`config.mk`:
```
export PLATFORM = sky130hd
export DESIGN_NAME = wram_port
export DESIGN_NICKNAME = d
export VERILOG_FILES = /design/src/verilog/gbc_mem_pkg.sv /design/src/verilog/wram_port.sv
export SDC_FILE = /design/constraint.sdc
export NUM_CORES = 1
export LEC_CHECK = 0
export ABC_AREA = 1
export BUFFER_PORTS_ARGS = -buffer_cell sky130_fd_sc_hd__buf_2
export CORE_MARGIN = 5
export CORE_UTILIZATION = 38
export CTS_CLUSTER_DIAMETER = 150
export DETAILED_ROUTE_END_ITERATION = 8
export HOLD_SLACK_MARGIN = 0.02
export PLACE_DENSITY_LB_ADDON = 0.05
export SLEW_MARGIN = 40
export SYNTH_ARGS = -nofsm -noshare
export SYNTH_HDL_FRONTEND = slang
export SYNTH_SLANG_ARGS = --single-unit
export TNS_END_PERCENT = 50
```
`constraint.sdc`:
```
create_clock -name clk -period 1.3 [get_ports clk]
set_input_delay 0.26 -clock clk [delete_from_list [all_inputs] [get_ports clk]]
set_output_delay 0.26 -clock clk [all_outputs]
set_load 0.01 [all_outputs]
```
`src/verilog/gbc_mem_pkg.sv`:
```
`default_nettype none

package gbc_mem_pkg;

   // plain widths with a meaning on the bus
   typedef logic [15:0] addr_t;      // cpu address
   typedef logic [7:0]  data_t;      // one byte
   typedef logic [2:0]  bank_t;      // working ram bank number
   typedef logic [14:0] phys_addr_t; // {bank, 12-bit offset}

   // access on the i/o register bus
   typedef struct packed {
      addr_t addr;
      data_t wdata;
      logic  we;     // write strobe, wins over re
      logic  re;     // read strobe
   } ioreg_req_t;

   // access from the cpu router into wram or echo
   typedef struct packed {
      addr_t addr;
      data_t wdata;
      logic  we;
      logic  re;
   } wram_req_t;

   // registered request into the ram
   typedef struct packed {
      phys_addr_t addr;
      data_t      wdata;
      logic       we;    // write when en, else read
      logic       en;    // stage holds a live access
   } mem_req_t;

endpackage

`default_nettype wire

```
`src/verilog/wram_port.sv`:
```
`timescale 1ns/1ps
`default_nettype none

// router side stage in front of the ram
module wram_port
   import gbc_mem_pkg::*;
(
   input  logic        clk,
   input  logic        arst_n,
   input  wram_req_t   req,
   output logic [12:0] offset,    // registered window offset
   input  phys_addr_t  phys_addr, // mapped address for offset
   output mem_req_t    mem
);

   logic        in_wram;   // 0xC000 - 0xDFFF
   logic        in_echo;   // 0xE000 - 0xFDFF
   logic        accept;
   logic        en_q;
   logic        we_q;
   logic [12:0] offset_q;
   data_t       wdata_q;

   assign in_wram = (req.addr[15:13] == 3'b110);
   assign in_echo = (req.addr >= 16'hE000) && (req.addr < 16'hFE00);

   // anything outside both ranges just disappears
   assign accept = (in_wram | in_echo) & (req.we | req.re);

   always_ff @(posedge clk or negedge arst_n) begin
      if (!arst_n) begin
         en_q <= 1'b0;
         we_q <= 1'b0;
      end else begin
         en_q <= accept;
         we_q <= accept & req.we; // write takes priority over read
      end
   end

   // address and data ride along, qualified by en_q
   // the echo lies 8 KB above the window and shares its low 13 bits
   always_ff @(posedge clk) begin
      if (accept) begin
         offset_q <= req.addr[12:0]; // folds the echo as well
         wdata_q  <= req.wdata;
      end
   end

   assign offset = offset_q; // bank control maps this

   always_comb begin
      mem.addr  = phys_addr;
      mem.wdata = wdata_q;
      mem.we    = we_q;
      mem.en    = en_q;
   end

endmodule

`default_nettype wire

```
# After elaboration in Yosys (flattened, before gate mapping)
# Index checks and enable logic that the tools add are counted.
# totals
ff_bits	23
latchBits	0
mem_bits_rw	0
rom_bits	0
input_bits	43
wordCells	12
mem_count	0
# classes
add_sub_neg	0
n_mul	0
div	0
n_lt_le_gt_ge	2
eq_ne	1
shifts	0
mux	0
n_bitwise	4
reduce_logical	1
# op_table
op	n
$ge A16 B16 Y1 const B	1
$lt A16 B16 Y1 const B	1
$eq A3 B3 Y1 const B	1
$and A1 B1 Y1	2
$or A1 B1 Y1	2
$logic_and A1 B1 Y1	1

# Depth between registers and ports, before layout
# logic_depth
depth_word	5
depth_mapped	4
depth_no_buf	4

# Least setup slack after synthesis
# OpenSTA, ideal clock, no wires.
# synth_timing
path_kind	input -> register
from	input port req[25] in the netlist's numbering
to	register offset_q[0] (netlist: offset[0]) (enable)
setup_ns	0.376
arrival_time_ns	0.895
required_time_ns	0.924
path_slack_ns	0.029
stages	4
cell_sequence	nand2_1 -> nor2_1 -> o21ai_1 -> inv_1
# synth_between
elab_chain_cells	4
elab_cells_between_ends	6
# synth_lines
element	line_no	source
start, declared	wram_port.sv:10	input wram_req_t req,
$ge A16 B16 Y1 / $lt A16 B16 Y1 (equally long branches)	wram_port.sv:25	assign in_echo = (req.addr >= 16'hE000) && (req.addr < 16'hFE00);
$logic_and A1 B1 Y1	wram_port.sv:25	
$or A1 B1 Y1 (*)	wram_port.sv:28	assign accept = (in_wram | in_echo) & (req.we | req.re);
$and A1 B1 Y1 (*)	wram_port.sv:28	
via accept	wram_port.sv:18	logic accept;
end signal, assigned	wram_port.sv:44	offset_q <= req.addr[12:0];
end, declared	wram_port.sv:21	logic [12:0] offset_q;
# Mark *: on every way through the listed nets, which the timed path passes. The rest lies on a longest branch.
# A chain may end at the register's enable or synchronous reset.

# Final worst setup path
# layout_timing
from	register offset_q[4] (netlist: offset[4])
to	output port offset[4]
# layout_rtl
element	line_no	source
end, declared	wram_port.sv:11	output logic [12:0] offset,
# No word-level cell between the ends.

==> results.md <==
* Site Rows at 17
* Sequential share of the synthesized area at 0.806
* Cts bufs inserted at 3
* Fin crit period at 1.10 ns
* Largest net degree at the start of global routing at 23
* Max Buffers Root-to-Sink at 2
* Placed Instance Area at 0.00102 mm^2
* TritonCTS clock tree: done
* Max-Cap Viols at 0
* Synth top area share at 0.747
* Pwr dens at 1240 mW/mm^2
* Setup Fix Bufs, Post-CTS at 0
* Worst VDD drop at 0.000669 V
* Clock share of power at 0.235
* Sw power at 0.272 mW
* Nets@finish at 132
* First-pass iteration count of the detailed router at 4
* GPL Wtd Cong at 0.629
* Worst slew pin tran at 0.151 ns
* Clock-pin slew on the worst setup and hold paths at 0.12 ns
* Headroom to the max-slew limit at 0.899
* Worst path bufs/invs at 1
* H-tree Lvls at 1
* Tcrit/Tclk final at 0.847
* Crit path max-delay cell type: edfxtp_1
* Sequential Power Share at 0.662
* Adder-Cell Fraction of Synth Area at 0
* Crit. End Element: primary output
* Internal power at 1.04 mW
* Synth Area in Compound Gates at 0.00593
* Mux cell area share after synthesis at 0
* Synth Cell Area at 845 um^2
* Flop and latch count out of synthesis at 23
* First-pass GRT wire length at 2460 um
* Ant. Diodes at 0
* Total wire length at 1620 um
* Avg WL per Cell at 14.0 um
* I/O pins at 81
* Sum Neg Setup Slack at 0 ns
* DR iter-0 viols at 7
* Syn_area_per_cell at 17.2 um^2
* Post-synthesis simple-gate area fraction at 0.0281
* Unrepaired setup endpoints after global routing: false
* Most frequent cells in the layout: buf_2 (50), edfxtp_1 (21), nor2_1 (3), clkbuf_4 (3)
* Endpoints failing setup at 0
* Cell variety after synth at 8
* Outcome: finished, final reports clean
* Post-route ant nets at 0
* Sw frac at 0.207
* Mapped Cells at 49
* Largest family of logic cells by synthesized area: buffers and inverters
* Fmax at 908 MHz
* CTS root buffer: clkbuf_4
* Total die area at 0.00327 mm^2
* Area contributors post-synth: edfxtp_1 (75%), buf_4 (15%), dfrtp_1 (5.9%)
* CP Data Required Time at 1.04 ns
* Crit Path Max Fanout at 1
* Fin area at 0.00106 mm^2
* Comb power frac at 0.103
* Largest stage delay, worst path at 0.39 ns
* GRT Resource Usage Total at 0.0978
* Critical Path AT at 0.84 ns
* Most common cell after layout, fill and taps aside: buf_2
* Antenna violations before repair at 0
* Width of the chip at 57.1 um
* Final hold vios at 0
* Vias per Instance at 4.22
* Placeable Area at 0.00217 mm^2
* Num Clock Sinks at 23
* Post-synth net total at 92
* Layout cells sized above 1 at 0.625
* Critical path class: flop to primary output
* Die Ht at 57.1 um
* Post-Synth XOR/XNOR Area at 0
* Worst path top cell family by delay: flip-flops
* Synth warn at 0
* Vias in the first global route at 491
* Worst setup SP type: flop
* Port bufs at 50
* Initial core utilization at 0.389
* Gr ovfl total at 0
* Hold crit path type: primary input to flop
* Vias at 489
* Cells along the critical path: buf_2
* Area leader, netlist: edfxtp_1
* Max Transition Viols Final at 0
* Area Growth Syn to Fin at 25.5%
* DRC errors left at 0
* Pleak at 0.477 nW
[worst paths after layout]
kind	from	end	cells past startpoint
max in group asynchronous	arst_n	we_q	2
min in group asynchronous	arst_n	en_q	2
min	req[18]	offset[8]	1
max	offset[4]	offset[4]	1
[what timing repair did]
| item | in CTS | in global routing |
|---|---|---|
| hold buffers | 1 | 0 |
| hold endpoints to repair | 2 | 0 |
| resized for setup | 0 | 0 |
[per-stage QoR]
step | std cells | setup WS [ns] | total power, mW | util | hold slack (ns)
after floorplan | 49 | 0.0285 | 0.979 | - | -0.0356
after CTS | 116 | 0.171 | 1.34 | 0.488 | 0.110
after global placement | 111 | 0.186 | 1.02 | 0.471 | 0.0487
after global routing | 116 | 0.146 | 1.38 | 0.488 | 0.0994
after detailed placement | 111 | 0.166 | 1.02 | 0.471 | 0.0472
final | 116 | 0.199 | 1.31 | 0.488 | 0.126
[cells in the mapped netlist, drive strengths merged]
cell type  number
edfxtp         21
buf            17
nor2            3
dfrtp           2
inv             2
nand2           2
nand3           1
o21ai           1
[cell families after synthesis]
family | after synthesis
flops | 23
buf+inv | 19
simple gates | 6
compound gates | 1
[layer usage]
layer,vias to the layer above,part of all wire,global-route usage
met3,8,0.19,0.0701
met2,39,0.47,0.157
met1,213,0.33,0.0947
met4,0,0.014,0.0464
met5,-,0,0
li1,229,-,-
[power by group through the flow]
stage                     Clock [mW]  Combinational [mW]  Sequential (mW)
after floorplan                    0              0.0679            0.911
final                          0.309               0.135            0.868
after global routing           0.355               0.147            0.874
after detailed placement           0               0.136            0.887
after CTS                      0.329               0.138            0.870
after global placement             0               0.136            0.886
[sequential cells by signal (all words and copies together) (netlist names)]
name and count:
en_q 1, offset 13, we_q 1, wdata_q 8
[cell type report]
class                   count  area (um^2)
repair buffers             52          280
flip-flops and latches     23          681
clock buffers               3         22.5
multi-input cells           7         28.8
clock inverters             1         5.00
fillers                   203         1110
inverters                   2         7.51
well taps                  28         35.0
Note: power is estimated with default switching activity, not from simulation.
