--- config.mk ---
export PLATFORM = sky130hd
export DESIGN_NAME = io_reg
export DESIGN_NICKNAME = d
export VERILOG_FILES = /design/src/verilog/gbc_mem_pkg.sv /design/src/verilog/io_reg.sv
export SDC_FILE = /design/constraint.sdc
export NUM_CORES = 1
export LEC_CHECK = 0
export ABC_AREA = 1
export BUFFER_PORTS_ARGS = -buffer_cell sky130_fd_sc_hd__buf_2
export CAP_MARGIN = 20
export CORE_ASPECT_RATIO = 0.75
export CORE_UTILIZATION = 41
export DETAILED_ROUTE_END_ITERATION = 7
export PLACE_DENSITY_LB_ADDON = 0.3
export SYNTH_ARGS = -nofsm -noshare
export SYNTH_HDL_FRONTEND = slang
export SYNTH_SLANG_ARGS = --single-unit
--- constraint.sdc ---
create_clock -name clk -period 1.3 [get_ports clk]
set_input_delay 0.13 -clock clk [delete_from_list [all_inputs] [get_ports clk]]
set_output_delay 0.13 -clock clk [all_outputs]
set_load 0.01 [all_outputs]
--- src/verilog/gbc_mem_pkg.sv ---
`default_nettype none

package gbc_mem_pkg;

   // plain widths with a meaning on the bus
   typedef logic [15:0] addr_t;      // cpu address
   typedef logic [7:0]  data_t;      // one byte
   typedef logic [2:0]  bank_t;      // working ram bank number
   typedef logic [14:0] phys_addr_t; // {bank, 12-bit offset}

   // access on the i/o register bus
   typedef struct packed {
      addr_t addr;
      data_t wdata;
      logic  we;     // write strobe, wins over re
      logic  re;     // read strobe
   } ioreg_req_t;

   // access from the cpu router into wram or echo
   typedef struct packed {
      addr_t addr;
      data_t wdata;
      logic  we;
      logic  re;
   } wram_req_t;

   // registered request into the ram
   typedef struct packed {
      phys_addr_t addr;
      data_t      wdata;
      logic       we;    // write when en, else read
      logic       en;    // stage holds a live access
   } mem_req_t;

endpackage

`default_nettype wire

--- src/verilog/io_reg.sv ---
`timescale 1ns/1ps
`default_nettype none

// single register on the i/o bus, svbk here
module io_reg
   import gbc_mem_pkg::*;
#(
   parameter addr_t REG_ADDR  = 16'hFF70,
   parameter data_t RESET_VAL = 8'h00
) (
   input  logic       clk,
   input  logic       arst_n,
   input  ioreg_req_t req,
   output logic       wr_hit,  // raw write request, gated outside
   input  logic       wr_en,   // gated write back from the control block
   input  data_t      rd_mask, // bits forced high on readback
   output data_t      value,
   output data_t      rdata,
   output logic       rvalid
);

   logic addr_hit;
   logic rd_hit;

   assign addr_hit = (req.addr == REG_ADDR);
   assign wr_hit   = addr_hit & req.we;
   assign rd_hit   = addr_hit & req.re & ~req.we; // we+re counts as a write

   always_ff @(posedge clk or negedge arst_n) begin
      if (!arst_n) begin
         value  <= RESET_VAL;
         rvalid <= 1'b0;
      end else begin
         if (wr_en) begin
            value <= req.wdata;
         end
         rvalid <= rd_hit; // one cycle after the strobe
      end
   end

   // readback byte, only meaningful with rvalid
   always_ff @(posedge clk) begin
      if (rd_hit) begin
         rdata <= value | rd_mask;
      end
   end

endmodule

`default_nettype wire

Word level (Yosys, flattened, before mapping)
Cells that the tools add are included.
Word-level totals
  output and inout port bits: 18
  bits of input ports: 37
  logic and storage cells: 9
  flip-flop bits (word level): 17
Cells by class
  bitwise logic cells: 5
  equal/unequal tests: 1
Operator list (number)
  == test 16 bit, second input constant: 1
  bitwise OR 8 bit: 1
  bitwise AND 1 bit: 3
  NOT 1 bit: 1

Depth between registers and ports, before layout
Gate-level depths: netlist of the first run.
  word-level depth: 3
  depth in mapped cells: 6
  mapped depth without buffers: 6

Worst setup path before layout of the first run
OpenSTA, ideal clock, no wires.
  kind: input-to-reg
  start: input port req[13] in the netlist's numbering
  end: register rdata[0], enable pin
  library setup time: 373 ps
  stages on the path: 5
  data required time: 927 ps
  arrival: 813 ps
  slack: 114 ps
  path buffers: 0
  cells stage by stage: nor2_1 > nand2_1 > nor2_1 > nand2_1 > nor2_1
Between the ends
  word-level cells in the longest chain between the ends: 3
RTL lines
  start, declared: RTL line io_reg.sv:13  | input ioreg_req_t req,
  == test 16 bit: RTL line io_reg.sv:25  | assign addr_hit = (req.addr == REG_ADDR);
  bitwise AND 1 bit (2 in series): RTL line io_reg.sv:27  | assign rd_hit = addr_hit & req.re & ~req.we;
  net rd_hit: RTL line io_reg.sv:23  | logic rd_hit;
  end signal, assigned: RTL line io_reg.sv:44  | rdata <= value | rd_mask;
  end, declared: RTL line io_reg.sv:18  | output data_t rdata,
The timed path passes the listed nets, and every way through them passes these cells.
A chain may end at the register's enable or synchronous reset.

Worst setup path in the final report of the first run
  start: register value[7]
  end: output port value[7]
RTL lines
  start, declared: RTL line io_reg.sv:17  | output data_t value,
  start signal, assigned: RTL line io_reg.sv:35  | value <= req.wdata;
No word-level cell between the ends.

==> metrics, run 1 <==
slew of the pin with the lowest slew margin=263 ps; average cell area after synthesis=between 10 and 15 um^2; Yosys reg bits=17; CP cell instances=buf_2; final hold slack=62.3 ps; share of layout cells above drive strength 1=0.636; final total power=approximately 1.1 mW; area of the multi-input gates=around 240 um^2; register area share after synthesis=0.628; area grow syn2layout=44.6%; final worst path period need=between 900 and 1000 ps; Core Footprint=approximately 0.0016 mm^2; Pwr per Cell Area=around 1000 mW/mm^2; Util after Layout=0.679; CTS tree=done; All-Layer GR Usage=0.180; vias per inst=~4.4; Post-synth EDFFs=8; Final Hold Vio Count=0; H-tree depth=1; area of the die=about 0.002 mm^2; post-placement cell count=around 130; Layout Nets=156; Die X=between 50 and 60 um; initial antenna violation count=0; Synth Net Count=96; vias in the first global route=between 600 and 700; drt wl/cell=~11 um; final period utilization=0.753; Hold-fix buffers, CTS=1; area leader, netlist=edfxtp_1; # DRC=0; RSZ-0062 raised after global routing=no; post-synth top area share=0.324; clock sink count=17; crit path max fanout=3; DR iter-0 viols=4; Detailed Route WL=between 1500 and 2000 um; CTS max path bufs=2; die span in y=around 39 um; post-route ant nets=0; post-route setup TNS=0 ps; FMAX=approximately 1000 MHz; Cell Rows=12; Setup crit start kind=flip-flop; Placer Congestion=between 0.6 and 0.7; final non-filler cell total=about 140; initial core utilization=0.470; Max-Cap Viols=0; Synth Warn #=0; DP HPWL=1240 um; Reg area=465 um^2; clock root buffer=clkbuf_4; post-CTS setup buffers=0; WP data arrival=between 800 and 900 ps; Hold Crit Class=input port to flip-flop; ys async rst share=0.529; post-synthesis cell area=741 um^2; drt pass-1 iters=3; status=finished, final reports clean; worst path bufs/invs=1; maximum VDD drop=about 0.78 mV; delay-heaviest family, CP=flip-flops; CP required=roughly 1200 ps; CP Class=flip-flop to output pin; Clock Latency Late Sink=slightly below 300 ps; ranking of synthesized cells by area=edfxtp_1 (32%), dfrtp_1 (30%), mux2_4 (16%); Lkg Pwr=a little under 0.6 nW; Worst-path clk slew=approximately 100 ps; Syn Inst Count=59; Vias=approximately 610; Layout fillers=between 100 and 150; CP max stage cell=dfrtp_1; Top FF cell, synth=dfrtp_1; TritonCTS buffer count=3; leading cell types by count after synthesis=nand2_1 (11), dfrtp_1 (9), edfxtp_1 (8), mux2_4 (8), or2_2 (8); Boundary Pins=between 50 and 60; slowest stage delay, CP=between 400 and 500 ps; largest net degree at the start of global routing=11; # setup viols final=0; slew margin rel.=0.825; post-CTS resize count=0; first-pass GRT wire length=roughly 2400 um; antenna cells=0; gr ovfl total=0; most frequent cell after synthesis=nand2_1; PortBufs=54; Max Slew Vio Count=0; Worst setup EP type=output pin; Cell variety after synth=8; clock skew=2.40 ps
-- registers in the layout (all words and copies together) (netlist names) --
signal and flops:
rdata 8, value 8, rvalid 1
-- cell type report --
type | count | area share
clock buffer | 3 | 0.0210
clock inverter | 1 | 0.00467
inverter | 7 | 0.0245
multi-input combinational | 34 | 0.222
sequential | 17 | 0.435
tap | 21 | 0.0245
timing repair buffer | 56 | 0.269
-- worst paths after layout --
check / startpoint / end / slack [ps] / cells past startpoint
worst max-delay path: value[7] / value[7] / 320 / 1
worst max register to register: value[7] / rdata[7] / 370 / 1
max in group asynchronous: arst_n / rvalid / 910 / 2
worst min-delay path: req[4] / value[2] / 60 / 2
min in group asynchronous: arst_n / value[6] / 210 / 2
worst min register to register: value[0] / value[0] / 530 / 1
-- stage by stage --
stage	worst slack, ps	cell area [um^2]
after global placement	214	1030
after detailed placement	130	1030
after global routing	241	1070
after CTS	309	1070
final	322	1070
after floorplan	114	741
-- report_power, final --
part	total [mW]	internal, mW	switching, mW
Combinational	0.175	0.109	0.0650
Clock	0.283	0.114	0.169
Sequential	0.608	0.590	0.0180
-- layer usage --
| metal | track usage | part of all wire | wire (um) |
|---|---|---|---|
| met2 | 0.365 | 0.55 | 866 |
| met4 | 0.0694 | 0.0090 | 14 |
| met5 | 0 | 0 | 0 |
| met1 | 0.159 | 0.38 | 595 |
| met3 | 0.0745 | 0.054 | 85 |
-- cell usage in the layout (no fill, tap or decap), drive strengths merged --
master,synthesis,layout
dlygate4sd3,0,1
edfxtp,8,8
inv,7,7
clkinv,0,1
nand2,11,11
buf,1,55
or2,8,8
clkbuf,0,3
nor2,7,7
dfrtp,9,9
mux2,8,8
-- cells by family (layout without fill, tap and decap cells) --
logic type,after synthesis,count (layout),share of synthesized area
DFF,17,17,0.628
and+or+nand+nor,26,26,0.159
buffers and inverters,8,67,0.0507
muxes,8,8,0.162
Power figures use the tool's default switching activity.
==> inputs of run 2 (changes only) <==
--- a/config.mk
+++ b/config.mk
@@ -9,7 +9,7 @@
 export BUFFER_PORTS_ARGS = -buffer_cell sky130_fd_sc_hd__buf_2
 export CAP_MARGIN = 20
 export CORE_ASPECT_RATIO = 0.75
-export CORE_UTILIZATION = 41
+export CORE_UTILIZATION = 35
 export DETAILED_ROUTE_END_ITERATION = 7
 export PLACE_DENSITY_LB_ADDON = 0.3
 export SYNTH_ARGS = -nofsm -noshare
==> constraint.sdc (replaced) <==
create_clock -name clk -period 0.88 [get_ports clk]
set_input_delay 0.088 -clock clk [delete_from_list [all_inputs] [get_ports clk]]
set_output_delay 0.088 -clock clk [all_outputs]
set_load 0.01 [all_outputs]
==> run 2 against run 1 <==
  * The run now ends with design-rule violations, negative setup slack left
  * Core utilization down 8.8 points
  * Non-clock buffer count rose by 5
  * Clock skew fell by 2.1 ps
  * Clock-buffer cell count did not move
  * Setup slack got worse by 380 ps
  * Via count up 0.65%
  * Register-to-register slack worse by 400 ps
  * Critical endpoint is now value[2]
  * Highest routed layer is now met3
==> metrics, run 2 (synthesis gave the netlist of run 1 again) <==
area grow syn2layout=59.5%; Worst-path clk slew=90 ps (about the same); slew margin rel.=0.817 (-0.00755); FMAX=~1100 MHz; post-route ant nets=0 (unchanged); first-pass GRT wire length=2370 um (-2.3%); Cell Rows=14 (+2); Pwr per Cell Area=1380 mW/mm^2 (+39%); Vias=618 (+0.65%); maximum VDD drop=1.35 mV (+72%); H-tree depth=1 (unchanged); Placer Congestion=0.674 (+1.1%); CP max stage cell=dfrtp_1; Max-Cap Viols=0 (unchanged); vias per inst=4.20 (-4.8%); clock sink count=17 (unchanged); Reg area=465 um^2 (unchanged); RR Startpoint=value[4]; drt pass-1 iters=6 (+3); CTS max path bufs=2 (unchanged); Lkg Pwr=0.619 nW (+6.2%); delay-heaviest family, CP=flip-flops; area of the multi-input gates=290 um^2 (+22%); gr ovfl total=0 (unchanged); min-delay src=req[6]; Layout fillers=192 (+63%); most common cell after layout, fill and taps aside=buf_2; vias in the first global route=588 (-7.7%); final setup margin=-61.9 ps (-383 ps); final hold slack=24.2 ps (-38.1 ps); die span in y=41.8 um (+7.8%); Top Registers=rdata x8, value x8, rvalid x1; status=finished, violations left; clock skew=0.318 ps (-2.09 ps); # DRC=1 (+1); Die X=55.1 um (+7.9%); commonest non-fill, non-tap cells in the layout=buf_2 (53), nand2_1 (10), dfrtp_1 (9); Max Slew Vio Count=0 (unchanged); final total power=1.63 mW (+53%); final period utilization=1.07; initial antenna violation count=0 (unchanged); Boundary Pins=55 (unchanged); Layout Nets=161 (+3.2%); Hold Crit Class=input port to flip-flop; Clock Latency Late Sink=280 ps (about the same); final worst path period need=around 940 ps; post-placement cell count=136 (+1.5%); worst path bufs/invs=1 (unchanged); clock root buffer=clkbuf_4; TritonCTS buffer count=3 (unchanged); Worst setup EP type=output pin; All-Layer GR Usage=0.150 (-0.0302); post-route setup TNS=-536 ps (-536 ps); PortBufs=54 (unchanged); Core Footprint=0.00200 mm^2 (+27%); area of the die=0.00231 mm^2 (+16%); largest net degree at the start of global routing=11 (unchanged); Worst Setup SP=value[2]; Final Hold Vio Count=0 (unchanged); final non-filler cell total=147 (+5.8%); Detailed Route WL=1570 um (+0.70%); RSZ-0062 raised after global routing=yes; CP Class=flip-flop to output pin; CP cell instances=buf_2; Setup crit start kind=flip-flop; WP data arrival=850 ps (about the same); CP required=790 ps (-380 ps); crit path max fanout=3 (unchanged); antenna cells=0 (unchanged); slowest stage delay, CP=420 ps (about the same); DR iter-0 viols=2 (-2); # setup viols final=21 (+21); initial core utilization=0.371 (-0.0989); CTS tree=done; drt wl/cell=10.7 um (-4.8%); slew of the pin with the lowest slew margin=274 ps (+11.3 ps); failing checks=design-rule violations, negative setup slack; share of layout cells above drive strength 1=0.699 (+0.0636); DP HPWL=1260 um (+1.8%)
## run 2: cell count changes in the layout (fill, tap and decap cells not counted), sizes merged
cell / delta
buf: +5
## run 2: power by group
group	switching (mW)	total (mW)	leakage (nW)	internal, mW
registers	0.0310	0.903	0.178	0.872
clock network	0.220	0.389	0.0177	0.169
logic	0.118	0.342	0.423	0.224
## run 2: final timing paths
kind,end,slack [ps],depth (start not counted)
setup / recovery,value[2],-60,1
max in group asynchronous,rvalid,520,2
hold reg to reg,value[7],540,1
hold / removal,value[4],20,2
setup reg to reg,value[4],-30,2
min in group asynchronous,value[1],170,2
## run 2: layer usage
| layer | share of wire | track usage |
|---|---|---|
| met4 | 0 | 0.0150 |
| met5 | 0 | 0 |
| met2 | 0.57 | 0.260 |
| met1 | 0.35 | 0.165 |
| met3 | 0.078 | 0.0769 |
## run 2: layout make-up
cell class,count,share of cell area
repair buffers,61,0.287
flip-flops and latches,17,0.394
multi-input cells,34,0.246
well taps,24,0.0254
clock buffers,3,0.0191
clock inverters,1,0.00424
inverters,7,0.0244
## run 2: timing repair
| action | CTS | global route |
|---|---|---|
| gates resized for setup | 0 | 7 |
| buffers inserted | 3 | 3 |
| hold endpoints to repair | 9 | 0 |
| hold buffers | 1 | 0 |
| pin swaps | 0 | 9 |
| setup endpoints to repair | 14 | 30 |
## run 2: per-stage QoR
step / area [um^2] / setup slack (ps) / utilization
floorplan: 783 / -13.4 / -
global placement: 1070 / -199 / 0.537
detailed placement: 1070 / -225 / 0.537
CTS: 1130 / -67.8 / 0.567
global route: 1180 / -105 / 0.591
finish: 1180 / -61.9 / 0.591
## run 2: worst register-to-register path, delay by kind of cell, from the launching register on
| kind | cells | cell delay (ps) |
|---|---|---|
| DFF | 1 | 410 |
| muxes | 1 | 250 |
| buffers and inverters | 1 | 140 |
